$ cat src/verilog/mbxCyclePkg.sv
package mbxCyclePkg;

  ////////////////////////////////////////
  // Memory cycle kinds
  ////////////////////////////////////////

  localparam int kindCount = 8;

  typedef enum logic [2:0] {
    coreRead     = 3'd0,
    oneWordRead  = 3'd1,
    pageRefill   = 3'd2,
    writeback    = 3'd3,
    oneWordWrite = 3'd4
  } cycleKind;

  // Kinds that fetch every word the cache is missing
  localparam logic [kindCount-1:0] isFillKind =
    (kindCount'(1) << coreRead) | (kindCount'(1) << pageRefill);

  // Kinds that move words from the memory buffer out to memory
  localparam logic [kindCount-1:0] isWriteKind =
    (kindCount'(1) << writeback) | (kindCount'(1) << oneWordWrite);

endpackage

$ cat src/verilog/mbxWordPkg.sv
package mbxWordPkg;

  ////////////////////////////////////////
  // Block and memory buffer geometry
  ////////////////////////////////////////

  // Words per block, and words held in the memory buffer
  localparam int wordCount = 4;

  localparam int wordIndexWidth = $clog2(wordCount);

  // Word address within a block
  typedef logic [wordIndexWidth-1:0] wordIndex;

  // One bit per word with bit i for word i
  typedef logic [wordCount-1:0] wordMask;

endpackage
$ cat src/verilog/mbxControl.sv
module mbxControl (
  input  logic                  clk,
  input  logic                  reset,
  input  logic                  cycleStart,
  input  mbxCyclePkg::cycleKind cycleKind,
  input  mbxWordPkg::wordIndex  wordAdr,
  input  mbxWordPkg::wordMask   cacheValid,
  input  mbxWordPkg::wordMask   wordLoad,
  input  logic                  memAckn,
  output mbxWordPkg::wordMask   rqIn,
  output logic                  memRdRq,
  output logic                  memWrRq,
  output mbxWordPkg::wordIndex  memWordAdr,
  output logic                  busy,
  output mbxWordPkg::wordIndex  mbSel,
  output logic                  mbReqHold
);

  mbxWordPkg::wordMask pendingWrites;
  mbxWordPkg::wordMask newMask;
  mbxWordPkg::wordMask acknWord;

  ////////////////////////////////////////
  // Request mask, buffer, memory cycle
  ////////////////////////////////////////

  wordRequestMask wordRequestMask_i (
    .kind          (cycleKind),
    .wordAdr       (wordAdr),
    .cacheValid    (cacheValid),
    .pendingWrites (pendingWrites),
    .newMask       (newMask)
  );

  mbBufferTracker mbBufferTracker_i (
    .clk           (clk),
    .reset         (reset),
    .wordLoad      (wordLoad),
    .acknWord      (acknWord),
    .pendingWrites (pendingWrites),
    .mbSel         (mbSel),
    .mbReqHold     (mbReqHold)
  );

  memCycleControl memCycleControl_i (
    .clk        (clk),
    .reset      (reset),
    .cycleStart (cycleStart),
    .kind       (cycleKind),
    .newMask    (newMask),
    .memAckn    (memAckn),
    .rqIn       (rqIn),
    .memRdRq    (memRdRq),
    .memWrRq    (memWrRq),
    .busy       (busy),
    .memWordAdr (memWordAdr),
    .acknWord   (acknWord)
  );

endmodule

$ cat src/verilog/memCycleControl.sv
module memCycleControl (
  input  logic                  clk,
  input  logic                  reset,
  input  logic                  cycleStart,
  input  mbxCyclePkg::cycleKind kind,
  input  mbxWordPkg::wordMask   newMask,
  input  logic                  memAckn,
  output mbxWordPkg::wordMask   rqIn,
  output logic                  memRdRq,
  output logic                  memWrRq,
  output logic                  busy,
  output mbxWordPkg::wordIndex  memWordAdr,
  output mbxWordPkg::wordMask   acknWord
);

  logic                writeCycle;
  logic                accept;
  logic                wordDone;
  mbxWordPkg::wordMask servedWord;

  ////////////////////////////////////////
  // Cycle start and direction
  ////////////////////////////////////////

  assign busy = |rqIn;

  // Starts while busy or with nothing to move are dropped
  assign accept = cycleStart & ~busy & (|newMask);

  assign memWrRq = busy & writeCycle;
  assign memRdRq = busy & ~writeCycle;

  ////////////////////////////////////////
  // Word being served
  ////////////////////////////////////////

  always_comb begin
    memWordAdr = '0;
    for (int i = mbxWordPkg::wordCount - 1; i >= 0; i--) begin
      if (rqIn[i]) begin
        memWordAdr = mbxWordPkg::wordIndex'(i);
      end
    end
  end

  assign servedWord = mbxWordPkg::wordMask'(1) << memWordAdr;
  assign wordDone   = memAckn & busy;

  // Buffer only hears about acknowledges of writes
  assign acknWord = (wordDone & writeCycle) ? servedWord : '0;

  ////////////////////////////////////////
  // Request register
  ////////////////////////////////////////

  always_ff @(posedge clk) begin
    if (reset) begin
      rqIn       <= '0;
      writeCycle <= 1'b0;
    end else if (accept) begin
      rqIn       <= newMask;
      writeCycle <= mbxCyclePkg::isWriteKind[kind];
    end else if (wordDone) begin
      // Last word cleared drops busy and the request
      rqIn <= rqIn & ~servedWord;
    end
  end

  // Memory answers only requests that are outstanding
  acknWhileIdle: assert property (
    @(posedge clk) disable iff (reset)
    memAckn |-> busy
  ) else $error("memory acknowledge with no cycle active");

endmodule

$ cat src/verilog/mbBufferTracker.sv
module mbBufferTracker (
  input  logic                 clk,
  input  logic                 reset,
  input  mbxWordPkg::wordMask  wordLoad,
  input  mbxWordPkg::wordMask  acknWord,
  output mbxWordPkg::wordMask  pendingWrites,
  output mbxWordPkg::wordIndex mbSel,
  output logic                 mbReqHold
);

  mbxWordPkg::wordIndex lowestPending;
  logic                 anyPending;

  ////////////////////////////////////////
  // Pending write flags
  ////////////////////////////////////////

  // A load on the same edge as an acknowledge keeps the word pending
  always_ff @(posedge clk) begin
    if (reset) begin
      pendingWrites <= '0;
    end else begin
      pendingWrites <= (pendingWrites & ~acknWord) | wordLoad;
    end
  end

  ////////////////////////////////////////
  // Next buffer word to write
  ////////////////////////////////////////

  assign anyPending = |pendingWrites;

  // Lowest numbered word has priority
  always_comb begin
    lowestPending = '0;
    for (int i = mbxWordPkg::wordCount - 1; i >= 0; i--) begin
      if (pendingWrites[i]) begin
        lowestPending = mbxWordPkg::wordIndex'(i);
      end
    end
  end

  always_ff @(posedge clk) begin
    if (reset) begin
      mbSel     <= '0;
      mbReqHold <= 1'b0;
    end else begin
      mbReqHold <= anyPending;
      // Select holds while the buffer is empty
      if (anyPending) begin
        mbSel <= lowestPending;
      end
    end
  end

  // Memory only acknowledges writes of words that are waiting in the buffer
  ackOnlyPending: assert property (
    @(posedge clk) disable iff (reset)
    (acknWord & ~pendingWrites) == '0
  ) else $error("write acknowledge for word not pending, ackn %b pending %b",
                acknWord, pendingWrites);

endmodule

$ cat src/verilog/wordRequestMask.sv
module wordRequestMask (
  input  mbxCyclePkg::cycleKind kind,
  input  mbxWordPkg::wordIndex  wordAdr,
  input  mbxWordPkg::wordMask   cacheValid,
  input  mbxWordPkg::wordMask   pendingWrites,
  output mbxWordPkg::wordMask   newMask
);

  mbxWordPkg::wordMask addressedWord;
  mbxWordPkg::wordMask missingWords;

  ////////////////////////////////////////
  // Per word terms
  ////////////////////////////////////////

  always_comb begin
    for (int i = 0; i < mbxWordPkg::wordCount; i++) begin
      // Decode of the single word address
      addressedWord[i] = (wordAdr == mbxWordPkg::wordIndex'(i));
      // Words the cache does not yet hold
      missingWords[i] = ~cacheValid[i];
    end
  end

  ////////////////////////////////////////
  // Request mask by cycle kind
  ////////////////////////////////////////

  always_comb begin
    newMask = '0;
    if (kind == mbxCyclePkg::oneWordRead) begin
      newMask = addressedWord;
    end else if (mbxCyclePkg::isFillKind[kind]) begin
      newMask = missingWords;
    end else if (mbxCyclePkg::isWriteKind[kind]) begin
      // Write out whatever sits in the buffer waiting
      newMask = pendingWrites;
    end
  end

endmodule

$ cat config.mk
export PLATFORM = sky130hd
export DESIGN_NAME = mbxControl
export DESIGN_NICKNAME = d
export VERILOG_FILES = /design/src/verilog/mbxCyclePkg.sv /design/src/verilog/mbxWordPkg.sv /design/src/verilog/mbxControl.sv /design/src/verilog/memCycleControl.sv /design/src/verilog/mbBufferTracker.sv /design/src/verilog/wordRequestMask.sv
export SDC_FILE = /design/constraint.sdc
export NUM_CORES = 1
export LEC_CHECK = 0
export ABC_CLOCK_PERIOD_IN_PS = 1200
export BUFFER_PORTS_ARGS = -buffer_cell sky130_fd_sc_hd__buf_2
export CORE_UTILIZATION = 40
export DETAILED_ROUTE_END_ITERATION = 10
export HOLD_SLACK_MARGIN = 0.03
export PLACE_DENSITY = 0.72
export RECOVER_POWER = 50
export SLEW_MARGIN = 25
export SYNTH_ARGS = -nofsm -noshare
export SYNTH_HDL_FRONTEND = slang
export SYNTH_SLANG_ARGS = --single-unit
$ cat constraint.sdc
create_clock -name clk -period 1.2 [get_ports clk]
set_clock_uncertainty 0.1 [all_clocks]
set_input_delay 0.12 -clock clk [delete_from_list [all_inputs] [get_ports clk]]
set_output_delay 0.12 -clock clk [all_outputs]
set_load 0.005 [all_outputs]
# Word level (Yosys, flattened, before mapping)
# Memories as Yosys holds them, arrays and structs flattened.
# Index checks and enable logic that the tools add are counted.
[op_classes]
reduce_logical = 5
bitwise_logic = 17
eq_ne = 4
n_mux = 16
n_lt_le_gt_ge = 1
shift = 1
[op_table]
columns = ["cell", "count"]
rows = [
  ["$mux 4", 6],
  ["$mux 2", 8],
  ["$reduce_or 4->1", 3],
  ["$and 4x4->4", 2],
  ["$not 4->4", 2],
  ["$and 1x1->1", 6],
  ["$not 1->1", 6],
  ["$eq 2x2->1 const B", 2],
  ["$lt 3x4->1 const B", 1],
  ["$or 4x4->4", 1],
  ["$shl 1x2->4 const A", 1],
  ["$eq 3x1->1 const B", 1],
  ["$eq 2x1->1 const B", 1],
  ["$logic_not 2->1", 1],
  ["$mux 1", 2],
  ["$reduce_bool 2->1", 1],
]
[totals]
out_inout_bits = 12
word_cells = 51
rom_bits = 16
input_bits = 17
memories = 2
ff_bits = 12
[mem_list]
columns = ["name", "words", "width", "rd", "rd_clocked_by_memory_dff", "wr", "line", "rtl"]
rows = [
  ["(name not given)", 8, 1, 1, 0, 0, "memCycleControl.sv:62", "writeCycle <= mbxCyclePkg::isWriteKind[kind];"],
  ["(name not given)", 8, 1, 1, 0, 0, "wordRequestMask.sv:33", "end else if (mbxCyclePkg::isFillKind[kind]) begin"],
]

# Longest topological paths before layout
[depth]
ltp_word = 9
mapped_depth = 5
mapped_depth_nobuf = 4

# Cells and area by module
# A second synthesis with hierarchy kept.
[unflattened]
hier_cells = 90
area_unflattened_um2 = 737.0
[by_module_without_submodules]
columns = ["mod", "seq_area_each_um2", "cells_per_inst", "area_each_um2", "n_inst"]
rows = [
  ["memCycleControl", 100.1, 39, 319.1, 1],
  ["mbBufferTracker", 140.1, 26, 245.2, 1],
  ["wordRequestMask", 0.0, 25, 172.7, 1],
]

# Worst setup path before layout
# Ideal clock, no wire load.
[synth_path]
path_type = "register to register"
from = "register memCycleControl_i.rqIn[0]"
to = "register memCycleControl_i.writeCycle"
setup_ns = 0.070
required_ns = 1.030
path_stages_with_launch = 5
slack_ns = -0.153
arrival_ns = 1.183
synth_period_minus_slack_ns = 1.353
path_buffers = 0
cell_sequence = "dfxtp_1 nor4_4 nand2_2 a211o_1 a21oi_1"
[synth_between]
elab_chain_len = 4
[synth_rtl]
columns = ["element", "line", "rtl"]
rows = [
  ["from (decl)", "memCycleControl.sv:8", "output mbxWordPkg::wordMask rqIn,"],
  ["from (signal assigned)", "memCycleControl.sv:61", "rqIn <= newMask;"],
  ["from (signal assigned)", "memCycleControl.sv:65", "rqIn <= rqIn & ~servedWord;"],
  ["$reduce_or 4->1", "memCycleControl.sv:25", "assign busy = |rqIn;"],
  ["$not 1->1", "memCycleControl.sv:28", "assign accept = cycleStart & ~busy & (|newMask);"],
  ["$and 1x1->1 (2 in a row)", "memCycleControl.sv:28", ""],
  ["to (decl)", "memCycleControl.sv:16", "logic writeCycle;"],
]
# Every way passes these cells.
# A chain may end at the register's enable or synchronous reset.

# Worst setup path in the final report
[layout_path]
from = "register memCycleControl_i.rqIn[2]"
to = "output memWrRq"
[layout_between]
elab_chain_len = 2
[layout_rtl]
columns = ["element", "line", "rtl"]
rows = [
  ["$reduce_or 4->1", "memCycleControl.sv:25", ""],
  ["$and 1x1->1", "memCycleControl.sv:30", "assign memWrRq = busy & writeCycle;"],
  ["to (decl)", "mbxControl.sv:12", "output logic memWrRq,"],
]
# Every way passes these cells.

==> flow_summary.json <==
{
  "status": "finished, violations left",
  "violations": "negative setup slack",
  "start_util_pct": 43.6,
  "via_count": 822,
  "drc": 0,
  "cts_tree": "done",
  "fin_crit_ns": 1.53,
  "hpwl_um": 1350,
  "synthToLayoutAreaGrowth_pct": 58.7,
  "required_ns": 0.98,
  "crit_arrival_ns": 1.31,
  "wirelength_um": 2150,
  "power.switching_uw": 310,
  "yosysSeqAreaShare_pct": 35.8,
  "cts-root-buf": "clkbuf_4",
  "crit_cells": 3,
  "path_buf_inv": 1,
  "finalNetCount": 151,
  "wl_per_cell_um": 14.4,
  "synth_nets": 101,
  "postSynthAreaPerCell_um2": 8.00,
  "slew_viol_final": 0,
  "timing.critical_path.slowest_stage_cell": "dfxtp_2",
  "cts.htree.levels": 1,
  "start_kind": "flop",
  "core-area_um2": 1540,
  "initialDrtViolationCount": 21,
  "tns_ns": -2.02,
  "final_cell_mix": "27 x buf_2, 15 x nor2_1, 9 x buf_4",
  "grt.total_usage_pct": 26.2,
  "dpl_worst_slack_ns": -0.113,
  "p_comb_share_pct": 27.3,
  "synth_area_um2": 672,
  "grt_start_max_net_pins": 13,
  "drive_above_1_share_pct": 49.6,
  "insertion_delay_ns": 0.28,
  "tightest_slew_ns": 0.438,
  "antenna_found_initial": 0,
  "synthArstFlopShare_pct": 0,
  "critical_path_class": "reg2out",
  "syn_inst": 84,
  "worstHoldPathType": "in2reg",
  "cp-end-kind": "output pin",
  "vdd_drop_max_v": 0.000990,
  "ioPinCount": 29,
  "die_w_um": 43.0,
  "ys_ff_latch": 12,
  "instances_no_fill": 149,
  "power.density_nw_per_um2": 1010,
  "cts.path.max_buffers": 2,
  "cts-buffers-inserted": 3,
  "intPower_uw": 765,
  "switching_share_pct": 28.9,
  "yosysUniqueCellTypes": 26,
  "worst_slack_ns": -0.334,
  "cp_slowest_stage_delay_ns": 0.34,
  "cap_violations": 0,
  "power_frac_clock_pct": 31.3,
  "gp_congestion": 0.777,
  "hold_viol": 0,
  "yosysWarnings": 0,
  "synth-main-ff-cell": "dfxtp_1",
  "diodes": 0,
  "cp_top_family": "simple AND/OR/NAND/NOR gates",
  "io_buffers": 28,
  "vias_per_cell": 5.52,
  "grt_pass1_vias": 766,
  "r2r_cells": 5,
  "path_max_fanout": 3,
  "layout_commonest_cell": "buf_2",
  "rows": 14,
  "fin_crit_sh_pct": 128,
  "dp.cells": 137,
  "finalSetupViolations": 12,
  "power_frac_seq_pct": 41.4,
  "crit_chain": "nor4_4, and2b_2, buf_2",
  "fmax_mhz": 652,
  "grt-ovfl-total": 0,
  "die-area_um2": 1850,
  "rsz0062_at_grt": "true",
  "dr.pass1.iters": 4,
  "slew_headroom_pct": 70.5,
  "cts_sinks": 12,
  "worstHoldPathCells": 2,
  "clkTransAtPathRegs_ns": 0.08,
  "power.leakage_uw": 0.000500,
  "ant_nets": 0,
  "dieHeight_um": 43.0,
  "grt_pass1_wl_um": 3480,
  "synth_edf_count": 0
}
registers in the layout, summed over array words and instances, names as in the netlist:
register and count:
mbBufferTracker_i.mbSel 2, mbBufferTracker_i.pendingWrites 4, mbBufferTracker_i.mbReqHold 1, memCycleControl_i.rqIn 4, memCycleControl_i.writeCycle 1
logic make-up (layout without fill, tap and decap cells):
group                  after synthesis  in the layout  share of synthesized area (%)
flip-flops                          12             12                           35.8
buffers and inverters                5             54                           4.10
AO/OA/AOI/OAI                       29             29                           26.3
AND/OR/NAND/NOR                     38             38                           33.9
worst reg2reg max path: stages (launching register included):
cell and delay, ns:
dfxtp_2 0.34, nor4_4 0.32, buf_4 0.17, nand2_4 0.07, a211o_1 0.23, a21oi_1 0.12
path summary, 6_finish.rpt:
path                                           start                           end  slack [ns]
setup / recovery           memCycleControl_i.rqIn[2]                       memWrRq       -0.33
setup reg to reg           memCycleControl_i.rqIn[2]  memCycleControl_i.writeCycle       -0.21
hold / removal                                 reset     memCycleControl_i.rqIn[1]        0.06
hold reg to reg   mbBufferTracker_i.pendingWrites[1]   mbBufferTracker_i.mbReqHold        0.42
through the flow:
stage / power (uW) / util, % / hold slack, ns / cell area, um^2
2_1_floorplan: 568 / - / 0.0968 / 674
3_3_place_gp: 681 / 58.4 / 0.227 / 901
3_5_place_dp: 688 / 58.4 / 0.235 / 901
4_1_cts: 1070 / 69.0 / 0.0558 / 1060
5_1_grt: 1120 / 69.2 / 0.0811 / 1070
6_report: 1080 / 69.2 / 0.0636 / 1070
Yosys cell counts (2+ instances only):
library cell	n	area [um^2]
nor2_1	16	60.1
dfxtp_1	12	240
a21oi_1	11	55.1
o21ai_0	8	40.0
a21o_2	4	35.0
o21bai_1	4	30.0
inv_1	3	11.3
nand2_1	3	11.3
nand3_1	2	10.0
nand4_1	2	12.5
nor3_1	2	10.0
nor4_1	2	12.5
nor4bb_1	2	20.0
cell type report:
class / count / area, um^2
Clock buffer: 4 / 36.3
Fill cell: 131 / 475
Inverter: 3 / 11.3
Multi-Input combinational cell: 67 / 447
Sequential cell: 12 / 245
Tap cell: 16 / 20.0
Timing Repair Buffer: 47 / 307
power groups by stage:
| stage | registers, uW | clock network, uW | logic, uW |
|---|---|---|---|
| final | 446 | 336 | 294 |
| after global routing | 448 | 350 | 323 |
| after CTS | 445 | 338 | 285 |
| after detailed placement | 453 | 0 | 235 |
| after global placement | 452 | 0 | 229 |
| after floorplan | 461 | 0 | 107 |
routing by layer:
| layer | GRT usage (%) | wire length [um] | up-vias |
|---|---|---|---|
| met3 | 6.38 | 93 | 4 |
| met2 | 49.4 | 1170 | 31 |
| met5 | 0 | 0 | - |
| met4 | 7.27 | 23 | 0 |
| met1 | 28.5 | 869 | 381 |
| li1 | - | - | 406 |
timing repair:
| action | CTS | global route |
|---|---|---|
| gates cloned | 0 | 0 |
| setup endpoints to repair | 13 | 14 |
| setup buffers | 5 | 1 |
| pin swaps | 4 | 5 |
| endpoints found under the hold margin | 4 | 0 |
| hold buffers | 4 | 0 |
| resized for setup | 16 | 4 |
Power figures use the tool's default switching activity.
